<file path="src/vga_defines.svh">
`ifndef VGA_DEFINES_SVH
`define VGA_DEFINES_SVH

// 800x600 at 60 Hz with a 40 MHz pixel clock
`define HOR_PIXELS   11'd800     // visible pixels per line
`define HOR_TOTAL    11'd1056    // full line incl. porches
`define HSYNC_START  11'd840     // first hsync count
`define HSYNC_LEN    11'd128     // hsync width

`define VER_PIXELS   11'd600     // visible lines
`define VER_TOTAL    11'd628     // full frame
`define VSYNC_START  11'd601     // first vsync line
`define VSYNC_LEN    11'd4       // vsync height

// open window around the title text
`define TITLE_X_MIN  11'd160
`define TITLE_X_MAX  11'd650
`define TITLE_Y_MIN  11'd250
`define TITLE_Y_MAX  11'd320

`define BLOCK_SIZE   11'd32      // side of the player block

// apb word offsets
`define REG_MODE     8'h00
`define REG_POS      8'h04
`define REG_COLOR    8'h08

`endif

</file>
<file path="src/vga_pkg.sv">
package vga_pkg;

    typedef logic [10:0] coord_t;        // pixel column or line number
    typedef logic [11:0] rgb_t;          // r in 11:8, g in 7:4, b in 3:0
    typedef logic [7:0]  apb_addr_t;     // byte address into the reg block
    typedef logic [31:0] apb_data_t;     // apb data word

    // selects what the overlay stage shows
    typedef enum logic {
        MODE_START = 1'b0,               // title page
        MODE_PLAY  = 1'b1                // playfield passes through
    } screen_mode_t;

    // one pixel beat as it moves down the video pipeline
    typedef struct packed {
        coord_t hcount;                  // column of this beat
        coord_t vcount;                  // line of this beat
        logic   hsync;                   // active high
        logic   vsync;                   // active high
        logic   hblnk;                   // outside visible columns
        logic   vblnk;                   // outside visible lines
        rgb_t   rgb;                     // pixel colour
    } vga_bus_t;

endpackage

</file>
<file path="src/vga_timing.sv">
`include "vga_defines.svh"

module vga_timing (
    input  logic              clk,
    input  logic              rst,
    output vga_pkg::vga_bus_t bus
);

    import vga_pkg::*;

    coord_t   hcount_nxt;              // counters for the next beat
    coord_t   vcount_nxt;
    logic     line_end;                // last column of the line
    logic     frame_end;               // last line of the frame
    vga_bus_t bus_nxt;

    // the output register doubles as the counter state
    assign line_end  = (bus.hcount == `HOR_TOTAL - 11'd1);
    assign frame_end = (bus.vcount == `VER_TOTAL - 11'd1);

    always_comb begin
        if (line_end) begin
            hcount_nxt = '0;                                // wrap to column 0
        end else begin
            hcount_nxt = bus.hcount + 11'd1;
        end

        if (line_end && frame_end) begin
            vcount_nxt = '0;                                // new frame
        end else if (line_end) begin
            vcount_nxt = bus.vcount + 11'd1;                // next line
        end else begin
            vcount_nxt = bus.vcount;                        // hold within the line
        end
    end

    // flags come from the next counts so they land with them
    always_comb begin
        bus_nxt.hcount = hcount_nxt;
        bus_nxt.vcount = vcount_nxt;
        bus_nxt.hsync  = (hcount_nxt >= `HSYNC_START)
                      && (hcount_nxt <  `HSYNC_START + `HSYNC_LEN);
        bus_nxt.vsync  = (vcount_nxt >= `VSYNC_START)
                      && (vcount_nxt <  `VSYNC_START + `VSYNC_LEN);
        bus_nxt.hblnk  = (hcount_nxt >= `HOR_PIXELS);      // right porch onwards
        bus_nxt.vblnk  = (vcount_nxt >= `VER_PIXELS);      // bottom porch onwards
        bus_nxt.rgb    = '0;                                // colour added downstream
    end

    always_ff @(posedge clk) begin
        if (rst) begin
            bus <= '0;                                      // counters and flags cleared
        end else begin
            bus <= bus_nxt;
        end
    end

endmodule

</file>
<file path="src/screen_regs.sv">
`include "vga_defines.svh"

module screen_regs (
    input  logic                  clk,
    input  logic                  rst,
    input  vga_pkg::apb_addr_t    paddr,
    input  logic                  psel,
    input  logic                  penable,
    input  logic                  pwrite,
    input  vga_pkg::apb_data_t    pwdata,
    output vga_pkg::apb_data_t    prdata,
    output logic                  pready,
    output logic                  pslverr,
    output vga_pkg::screen_mode_t mode,
    output vga_pkg::coord_t       block_x,
    output vga_pkg::coord_t       block_y,
    output vga_pkg::rgb_t         block_rgb
);

    import vga_pkg::*;

    logic      setup_phase;            // first cycle of a transfer
    logic      access_phase;           // second cycle, data moves here
    logic      addr_hit;               // offset maps to a register
    apb_data_t rd_data;                // read mux output

    assign setup_phase  = psel & ~penable;
    assign access_phase = psel & penable;
    assign addr_hit     = (paddr == `REG_MODE) | (paddr == `REG_POS)
                        | (paddr == `REG_COLOR);

    assign pready  = access_phase;                          // zero wait states
    assign pslverr = access_phase & ~addr_hit;              // unmapped offset

    always_comb begin
        case (paddr)
            `REG_MODE:  rd_data = {31'd0, mode};
            `REG_POS:   rd_data = {5'd0, block_y, 5'd0, block_x};  // y high, x low
            `REG_COLOR: rd_data = {20'd0, block_rgb};
            default:    rd_data = '0;                       // holes read as zero
        endcase
    end

    // writes take effect at the edge closing the access phase
    always_ff @(posedge clk) begin
        if (rst) begin
            mode      <= MODE_START;                        // power up on the title page
            block_x   <= '0;
            block_y   <= '0;
            block_rgb <= 12'hFFF;                           // white block
        end else if (access_phase && pwrite) begin
            case (paddr)
                `REG_MODE: begin
                    mode <= screen_mode_t'(pwdata[0]);
                end
                `REG_POS: begin
                    block_x <= pwdata[10:0];
                    block_y <= pwdata[26:16];
                end
                `REG_COLOR: begin
                    block_rgb <= pwdata[11:0];
                end
                default: begin
                end
            endcase
        end
    end

    // read data captured in setup so it is stable during access
    always_ff @(posedge clk) begin
        if (rst) begin
            prdata <= '0;
        end else if (setup_phase && !pwrite) begin
            prdata <= rd_data;
        end
    end

endmodule

</file>
<file path="src/playfield_draw.sv">
`include "vga_defines.svh"

module playfield_draw (
    input  logic              clk,
    input  logic              rst,
    input  vga_pkg::coord_t   block_x,
    input  vga_pkg::coord_t   block_y,
    input  vga_pkg::rgb_t     block_rgb,
    input  vga_pkg::vga_bus_t bus_in,
    output vga_pkg::vga_bus_t bus_out
);

    import vga_pkg::*;

    logic [11:0] x_end;                // one past the right edge, no wrap
    logic [11:0] y_end;                // one past the bottom edge
    logic        in_block;             // beat lies on the block square
    rgb_t        rgb_nxt;
    vga_bus_t    bus_nxt;

    assign x_end = {1'b0, block_x} + {1'b0, `BLOCK_SIZE};
    assign y_end = {1'b0, block_y} + {1'b0, `BLOCK_SIZE};

    assign in_block = (bus_in.hcount >= block_x)
                   && ({1'b0, bus_in.hcount} < x_end)
                   && (bus_in.vcount >= block_y)
                   && ({1'b0, bus_in.vcount} < y_end);

    always_comb begin
        if (bus_in.hblnk || bus_in.vblnk) begin
            rgb_nxt = 12'h000;                              // black outside the picture
        end else if (in_block) begin
            rgb_nxt = block_rgb;
        end else begin
            rgb_nxt = 12'h222;                              // dark grey field
        end
    end

    always_comb begin
        bus_nxt     = bus_in;                               // timing fields ride along
        bus_nxt.rgb = rgb_nxt;
    end

    always_ff @(posedge clk) begin
        if (rst) begin
            bus_out <= '0;
        end else begin
            bus_out <= bus_nxt;
        end
    end

endmodule

</file>
<file path="src/start_screen.sv">
`include "vga_defines.svh"

module start_screen (
    input  logic                  clk,
    input  logic                  rst,
    input  vga_pkg::screen_mode_t mode,
    input  vga_pkg::vga_bus_t     bus_in,
    output vga_pkg::vga_bus_t     bus_out
);

    import vga_pkg::*;

    rgb_t     rgb_nxt;
    vga_bus_t bus_nxt;

    // half-open box test, right and bottom edges excluded
    function automatic logic in_rect(input coord_t x, input coord_t y,
                                     input int x0, input int x1,
                                     input int y0, input int y1);
        return (x >= x0) && (x < x1) && (y >= y0) && (y < y1);
    endfunction

    // "START GAME" built from 10 pixel strokes, black ink on yellow
    function automatic rgb_t glyph_rgb(input coord_t x, input coord_t y);
        logic ink;
        ink = 1'b0;
        ink |= in_rect(x, y, 215, 245, 260, 270);           // S top
        ink |= in_rect(x, y, 215, 225, 270, 290);           // S upper left
        ink |= in_rect(x, y, 215, 245, 280, 290);           // S middle
        ink |= in_rect(x, y, 235, 245, 290, 310);           // S lower right
        ink |= in_rect(x, y, 215, 245, 300, 310);           // S bottom
        ink |= in_rect(x, y, 255, 295, 260, 270);           // T bar
        ink |= in_rect(x, y, 270, 280, 270, 310);           // T stem
        ink |= in_rect(x, y, 300, 310, 270, 310);           // A left leg
        ink |= in_rect(x, y, 320, 330, 270, 310);           // A right leg
        ink |= in_rect(x, y, 310, 320, 260, 270);           // A top
        ink |= in_rect(x, y, 310, 320, 280, 290);           // A crossbar
        ink |= in_rect(x, y, 340, 350, 260, 310);           // R stem
        ink |= in_rect(x, y, 350, 360, 260, 270);           // R top
        ink |= in_rect(x, y, 360, 370, 270, 290);           // R bowl side
        ink |= in_rect(x, y, 350, 370, 280, 290);           // R waist
        ink |= in_rect(x, y, 355, 365, 290, 300);           // R leg upper
        ink |= in_rect(x, y, 360, 370, 300, 310);           // R leg lower
        ink |= in_rect(x, y, 375, 415, 260, 270);           // second T bar
        ink |= in_rect(x, y, 390, 400, 270, 310);           // second T stem
        ink |= in_rect(x, y, 435, 465, 260, 270);           // G top
        ink |= in_rect(x, y, 435, 445, 270, 310);           // G left
        ink |= in_rect(x, y, 445, 465, 300, 310);           // G bottom
        ink |= in_rect(x, y, 455, 465, 280, 290);           // G inner hook
        ink |= in_rect(x, y, 455, 465, 290, 310);           // G lower right
        ink |= in_rect(x, y, 475, 485, 270, 310);           // second A left leg
        ink |= in_rect(x, y, 495, 505, 270, 310);           // second A right leg
        ink |= in_rect(x, y, 485, 495, 260, 270);           // second A top
        ink |= in_rect(x, y, 485, 495, 280, 290);           // second A crossbar
        ink |= in_rect(x, y, 515, 525, 260, 310);           // M left
        ink |= in_rect(x, y, 545, 555, 260, 310);           // M right
        ink |= in_rect(x, y, 525, 530, 270, 280);           // M left slope
        ink |= in_rect(x, y, 540, 545, 270, 280);           // M right slope
        ink |= in_rect(x, y, 530, 540, 280, 290);           // M centre
        ink |= in_rect(x, y, 565, 575, 260, 310);           // E stem
        ink |= in_rect(x, y, 575, 605, 260, 270);           // E top
        ink |= in_rect(x, y, 575, 605, 280, 290);           // E middle
        ink |= in_rect(x, y, 575, 605, 300, 310);           // E bottom
        return ink ? 12'h000 : 12'hFF0;
    endfunction

    always_comb begin
        if (mode == MODE_PLAY) begin
            rgb_nxt = bus_in.rgb;                           // playfield shows through
        end else if (bus_in.vblnk || bus_in.hblnk) begin
            rgb_nxt = 12'h000;
        end else if (bus_in.vcount == 11'd0) begin
            rgb_nxt = 12'hFF0;                              // yellow top row
        end else if (bus_in.vcount == `VER_PIXELS - 11'd1) begin
            rgb_nxt = 12'hF00;                              // red bottom row
        end else if (bus_in.hcount == 11'd0) begin
            rgb_nxt = 12'h0F0;                              // green left column
        end else if (bus_in.hcount == `HOR_PIXELS - 11'd1) begin
            rgb_nxt = 12'h00F;                              // blue right column
        end else if ((bus_in.vcount > `TITLE_Y_MIN) && (bus_in.vcount < `TITLE_Y_MAX)
                  && (bus_in.hcount > `TITLE_X_MIN) && (bus_in.hcount < `TITLE_X_MAX)) begin
            rgb_nxt = glyph_rgb(bus_in.hcount, bus_in.vcount);
        end else begin
            rgb_nxt = 12'h0F0;                              // green backdrop
        end
    end

    always_comb begin
        bus_nxt     = bus_in;                               // hblnk included
        bus_nxt.rgb = rgb_nxt;
    end

    always_ff @(posedge clk) begin
        if (rst) begin
            bus_out <= '0;
        end else begin
            bus_out <= bus_nxt;
        end
    end

endmodule

</file>
<file path="src/vga_top.sv">
module vga_top (
    input  logic               clk,
    input  logic               rst,
    input  vga_pkg::apb_addr_t paddr,
    input  logic               psel,
    input  logic               penable,
    input  logic               pwrite,
    input  vga_pkg::apb_data_t pwdata,
    output vga_pkg::apb_data_t prdata,
    output logic               pready,
    output logic               pslverr,
    output vga_pkg::vga_bus_t  vga_out
);

    import vga_pkg::*;

    vga_bus_t     bus_timing;          // counters and sync, no colour yet
    vga_bus_t     bus_field;           // playfield painted
    screen_mode_t mode;
    coord_t       block_x;
    coord_t       block_y;
    rgb_t         block_rgb;

    vga_timing u_timing (
        .clk (clk),
        .rst (rst),
        .bus (bus_timing)
    );

    screen_regs u_regs (
        .clk       (clk),
        .rst       (rst),
        .paddr     (paddr),
        .psel      (psel),
        .penable   (penable),
        .pwrite    (pwrite),
        .pwdata    (pwdata),
        .prdata    (prdata),
        .pready    (pready),
        .pslverr   (pslverr),
        .mode      (mode),
        .block_x   (block_x),
        .block_y   (block_y),
        .block_rgb (block_rgb)
    );

    playfield_draw u_field (
        .clk       (clk),
        .rst       (rst),
        .block_x   (block_x),
        .block_y   (block_y),
        .block_rgb (block_rgb),
        .bus_in    (bus_timing),
        .bus_out   (bus_field)
    );

    // last stage, two beats behind the counters
    start_screen u_start (
        .clk     (clk),
        .rst     (rst),
        .mode    (mode),
        .bus_in  (bus_field),
        .bus_out (vga_out)
    );

endmodule

</file>
<file path="config.mk">
export PLATFORM = sky130hd
export DESIGN_NAME = vga_top
export DESIGN_NICKNAME = d
export VERILOG_FILES = /design/src/vga_pkg.sv /design/src/vga_timing.sv /design/src/screen_regs.sv /design/src/playfield_draw.sv /design/src/start_screen.sv /design/src/vga_top.sv
export VERILOG_INCLUDE_DIRS = /design/src /design/src/src
export SDC_FILE = /design/constraint.sdc
export NUM_CORES = 1
export LEC_CHECK = 0
export ABC_AREA = 1
export BUFFER_PORTS_ARGS = -buffer_cell sky130_fd_sc_hd__buf_2
export CAP_MARGIN = 5
export CORE_MARGIN = 2
export CORE_UTILIZATION = 40
export DETAILED_ROUTE_END_ITERATION = 10
export RECOVER_POWER = 25
export SLEW_MARGIN = 0
export SYNTH_ARGS = -nofsm -noshare
export SYNTH_HDL_FRONTEND = slang
export SYNTH_SLANG_ARGS = --single-unit
</file>
<file path="constraint.sdc">
create_clock -name clk -period 1.94 [get_ports clk]
set_input_delay 0.388 -clock clk [delete_from_list [all_inputs] [get_ports clk]]
set_output_delay 0.388 -clock clk [all_outputs]
set_load 0.05 [all_outputs]
</file>
==> Yosys cells after proc, flatten, opt, wreduce, memory -nomap -nowiden <==
Index checks and enable logic that the tools add are counted.
{ "op_classes": {"add_sub_neg": 4, "order_cmp": 75, "eq_ne": 6, "n_mux": 13, "n_bitwise": 44, "reduce_logical": 125} }
{ "op_table": {"columns": ["operator", "n"], "rows": [
  ["$lt 11x9->1 const B", 22],
  ["$ge 11x9->1 const B", 21],
  ["$ge 11x10->1 const B", 11],
  ["$logic_and 1x1->1", 114],
  ["$lt 11x10->1 const B", 10],
  ["$mux 12", 8],
  ["$pmux 27 s3", 1],
  ["$or 1x1->1", 38],
  ["$eq 11x10->1 const B", 3],
  ["$ge 11x8->1 const B", 3],
  ["$mux 11", 3],
  ["$add 11x6->12 const B", 2],
  ["$lt 11x12->1", 2],
  ["$add 11x1->11 const B", 2],
  ["$ge 11x11->1", 2],
  ["$gt 11x8->1 const B", 2],
  ["$logic_not 11->1", 2],
  ["$lt 11x8->1 const B", 2],
  ["$eq 11x11->1 const B", 1],
  ["$mux 10", 1],
  ["$eq 8x3->1 const B", 1],
  ["$eq 8x4->1 const B", 1],
  ["$logic_not 8->1", 1],
  ["$reduce_and 2->1", 3],
  ["other kinds (6)", 11]
]} }
{ "word_totals": {"register_bits": 169, "input_bits": 45, "output_inout_bits": 72, "wordCells": 293} }

==> Longest topological paths before layout <==
{ "depth": {"depth_word": 48, "depth_mapped": 18} }

==> By module <==
A second synthesis with hierarchy kept.
{ "unflattened": {"cells_unflattened": 1344, "area_unflattened_um2": 9087.5} }
{ "modules_own_cells": {"columns": ["module", "n_inst", "cells_per_inst", "area_each_um2"], "rows": [
  ["start_screen", 1, 469, 2671.3],
  ["screen_regs", 1, 320, 2511.2],
  ["playfield_draw", 1, 311, 2260.9],
  ["vga_timing", 1, 244, 1644.1]
]} }

==> Worst setup path before layout <==
OpenSTA, ideal clock, no wires.
{ "synth_path": {"kind": "input-to-output", "from": "input port paddr[1]", "to": "output port pslverr", "arrival_ps": 2216, "required_ps": 1552, "slack_ps": -664, "path_stages": 5, "n_path_buf": 0, "cell_sequence": "nor2_1 -> inv_1 -> nor3_1 -> and2_1 -> nor4_1"} }
{ "synth_via": {"elab_chain_len": 5, "elab_cells_between_ends": 7} }
{ "synth_lines": {"columns": ["item", "line_no", "text"], "rows": [
  ["start: declaration", "vga_top.sv:4", "input vga_pkg::apb_addr_t paddr,"],
  ["$eq 8x3->1 (no line) / $logic_not 8->1 (equally long branches)", null, null],
  ["$or 1x1->1", "screen_regs.sv:29", "assign addr_hit = (paddr == `REG_MODE) | (paddr == `REG_POS)"],
  ["$or 1x1->1 *", "screen_regs.sv:29", null],
  ["$not 1->1 *", "screen_regs.sv:33", "assign pslverr = access_phase & ~addr_hit;"],
  ["$and 1x1->1 *", "screen_regs.sv:33", null],
  ["end: declaration", "vga_top.sv:11", "output logic pslverr,"]
]} }
Every way passes the cells marked *; elsewhere a longest branch is shown, timed or not.

==> Worst setup path in the final report <==
{ "layout_path": {"from": "register u_timing.bus[28] (netlist name)", "to": "register u_timing.bus[15] (netlist name)"} }
{ "layout_via": {"elab_chain_len": 4, "elab_cells_between_ends": 6} }
{ "layout_lines": {"columns": ["item", "line_no", "text"], "rows": [
  ["start: declaration", "vga_timing.sv:6", "output vga_pkg::vga_bus_t bus"],
  ["start signal: assignment", "vga_timing.sv:54", "bus <= bus_nxt;"],
  ["$add 11x1->11 / $eq 11x11->1 (equally long branches)", "vga_timing.sv:25, vga_timing.sv:18", null],
  ["$mux 11 *", "vga_timing.sv:22", "if (line_end) begin"],
  ["$ge 11x10->1 (no line) / $lt 11x10->1 (equally long branches)", null, null],
  ["$logic_and 1x1->1 *", "vga_timing.sv:41", "bus_nxt.hsync = (hcount_nxt >= `HSYNC_START)"]
]} }
Marks and branches as above.
A chain may end at the register's enable or synchronous reset.

==> flow_summary.ini <==
[critical_path]
critPathBufInv = 5
crit_chain = ha_4 -> nand3_4 -> buf_6 -> nor4_4 -> buf_6 -> buf_6 -> buf_12 -> nor3_4 -> inv_2 -> a31oi_2 -> a21oi_2 -> a21oi_2 -> nor3_1
cpPeakStageDelay_ps = 400
cp_max_fo = 6
start_kind = register
worstSetupEndpointType = register
critPathMostFrequentCell = buf_6
reg2reg_to = u_timing.bus[15]$_SDFF_PP0_
setup.worst_path.start = u_timing.bus[28]$_SDFF_PP0_
path_class = reg2reg
reg2reg_from = u_timing.bus[28]$_SDFF_PP0_
worstPathArrival_ps = 2580
cp.required_ps = 2280
rr_worst_depth = 13
path_depth = 13
setup.worst_path.end = u_timing.bus[15]$_SDFF_PP0_
crit_family = buffers and inverters
slowest_stage = dfxtp_1
r2r_slack_ps = -300

[yosys]
synthArstFlopShare = 0
synth_common_cells = nand2_1, nor2_1, dfxtp_1, inv_1, a21oi_1
synth_edf_count = 0
synth_area_mm2 = 0.00815
synth.area.mux_share = 0
synthCells = 1184
synth_compound_area_frac = 0.136
ys_warn_count = 0
synth_top_area_share = 0.393
ys_types = 45
yosysSeqAreaShare = 0.393
synth-xor-area-share = 0.0183
synth_top_family_by_area = simple AND/OR/NAND/NOR gates
synth.area.top_cells = dfxtp_1, nand2_1, nor2_1
yosys.area_share.simple = 0.296
ys_ff_latch = 160
synth_fa_ha_area_frac = 0.0583
synth_area_per_cell_um2 = 6.88
yosys.area.top_type = dfxtp_1
synth_top_flop_cell = dfxtp_1
yosysMostFrequentCell = nand2_1

[sta]
finalHoldViolCount = 0
max_freq_mhz = 447
setup_viol = 28
skew_ps = 9.63
drv_slew = 0
maxSlewHeadroom = 0.232
period_needed_ps = 2240
setup_ws_ps = -297
rsz0062_at_grt = yes
fin_hold_ws_ps = 175
post-route-period-util = 1.15
worst_slew_pin_slew_ps = 1140
final.setup.tns_ps = -5040

[cts]
ctsHoldBuffers = 0
clock_sinks = 160
cts_buffer_depth = 2
htreeDepth = 4
cts_tree = done
numCtsBuffers = 17
clk_pin_slew_worst_paths_ps = 70
clock_latency_ps = 430
cts_root_buf = clkbuf_16

[grt]
antenna_found_initial = 0
grt_max_degree = 83
overflow = 0
grt_pass1_wl_um = 39800
grt_use_total = 0.227
grt_pass1_vias = 8412

[cells_and_area]
fin_nets = 1598
final_layout_size_suffix_gt1_frac = 0.377
syn2layout_area_growth_pct = 51.2
regArea_mm2 = 0.00325
multi_input_area_mm2 = 0.00508
antenna_cells = 0
fillCellCount = 1761
post-route-util = 0.613

[route]
drt_first_iter_violations = 528
dr_total_vias = 8894
firstDrtPassIters = 7
drtAntennaViolNets = 0
wl_per_cell_um = 14.0
drc = 0
viasPerCell = 4.95
totalWireLength_um = 25200

[die]
coreArea_mm2 = 0.0201
die_y_um = 147
io_pins = 117
initial_utilization = 0.405
die_area_mm2 = 0.0215
row_count = 52
fp.dieW_um = 147

[run_status]
violations = negative setup slack
status = finished with violations

[power]
vdd_drop_max_mv = 0.609
p_leak_nw = 5.85
powerDensity_mw_per_mm2 = 571

[hold_path]
worstHoldPathType = in2reg

[placed_design]
port_buffers = 98
place_ws_ps = -422
dp_hpwl_um = 18200
finalWeightedCongestion = 1.03

[job]
cap_viol_max_count = 0
==> cell families after synthesis <==
| logic type | count (synthesis) |
|---|---|
| flip-flops | 160 |
| adder cells (fa/ha/maj) | 38 |
| XOR/XNOR | 17 |
| AND/OR/NAND/NOR | 572 |
| AO/OA/AOI/OAI | 199 |
| buffers and inverters | 197 |
| other | 1 |
==> how the worst min path moves through the flow <==
| stage | startpoint | endpoint | slack, ps | cells after the start |
|---|---|---|---|---|
| 2_1_floorplan | u_timing.bus[14]$_SDFF_PP0_ | u_field.bus_out[14]$_SDFF_PP0_ | 390 | 2 |
| 3_3_place_gp | u_timing.bus[15]$_SDFF_PP0_ | u_field.bus_out[15]$_SDFF_PP0_ | 390 | 2 |
| 3_5_place_dp | u_field.bus_out[14]$_SDFF_PP0_ | u_start.bus_out[14]$_SDFF_PP0_ | 390 | 2 |
| 4_1_cts | pwdata[11] | u_regs.block_rgb[11]$_SDFFE_PP1P_ | 160 | 3 |
| 5_1_grt | pwdata[11] | u_regs.block_rgb[11]$_SDFFE_PP1P_ | 190 | 3 |
| 6_report | pwdata[11] | u_regs.block_rgb[11]$_SDFFE_PP1P_ | 170 | 3 |
==> per-stage QoR <==
| step | power (mW) | cells | instance area (um^2) |
|---|---|---|---|
| after detailed placement | 3.86 | 1727 | 10400 |
| after CTS | 7.08 | 1786 | 11700 |
| after global placement | 3.85 | 1727 | 10400 |
| after floorplan | 3.72 | 1192 | 8200 |
| after global routing | 7.29 | 1798 | 12300 |
| final | 7.04 | 1798 | 12300 |
==> cell usage in the layout, fill, tap and decap left out, types with 18 or more instances in the layout <==
cell type	n
nand3_1	56
nand2_2	18
nand4_1	20
dfxtp_1	140
nand2_1	228
buf_6	18
o21ai_0	49
ha_1	29
nor2_1	134
buf_2	97
inv_1	131
nor3_1	22
buf_4	231
nor2_4	23
a21oi_1	73
nor2_2	22
==> worst register-to-register path, stage by stage, from the launching register on <==
cell,delay [ps]
dfxtp_1,400
ha_4,170
nand3_4,100
buf_6,140
nor4_4,320
buf_6,190
buf_6,140
buf_12,110
nor3_4,30
inv_2,80
a31oi_2,120
a21oi_2,140
a21oi_2,40
nor3_1,170
==> timing repair <==
item                                   CTS  global route
buffers inserted                        26            13
gates resized for setup                155           118
gates cloned                             2             0
endpoints found under the hold margin    0             0
pin swaps                               59            58
setup endpoints to repair               28            30
==> layer usage <==
metal  up-vias  part of all wire  GRT usage  routed length (um)
met3        81             0.050     0.0360                1270
met5         -                 0          0                   0
met1      4001              0.43      0.285               10900
li1       4507                 -          -                   -
met2       305              0.48      0.381               12000
met4         0             0.043      0.112                1090
==> flip-flops by register name (all words and copies together) (netlist names) <==
name,count
u_regs.block_rgb,12
u_regs.prdata,23
u_start.bus_out,38
u_regs.mode,1
u_field.bus_out,38
u_regs.block_x,11
u_timing.bus,26
u_regs.block_y,11
==> layout make-up <==
class | instances | share of cell area
Clock buffer | 17 | 0.0345
Clock inverter | 15 | 0.0118
Inverter | 150 | 0.0479
Multi-Input combinational cell | 836 | 0.412
Sequential cell | 160 | 0.264
Tap cell | 270 | 0.0274
Timing Repair Buffer | 350 | 0.203
==> power breakdown <==
group,switching (mW),internal [mW],leakage (nW)
logic,0.322,0.159,4.27
registers,0.0267,3.33,1.31
clock network,1.50,1.70,0.272
Note: power is estimated with default switching activity, not from simulation.
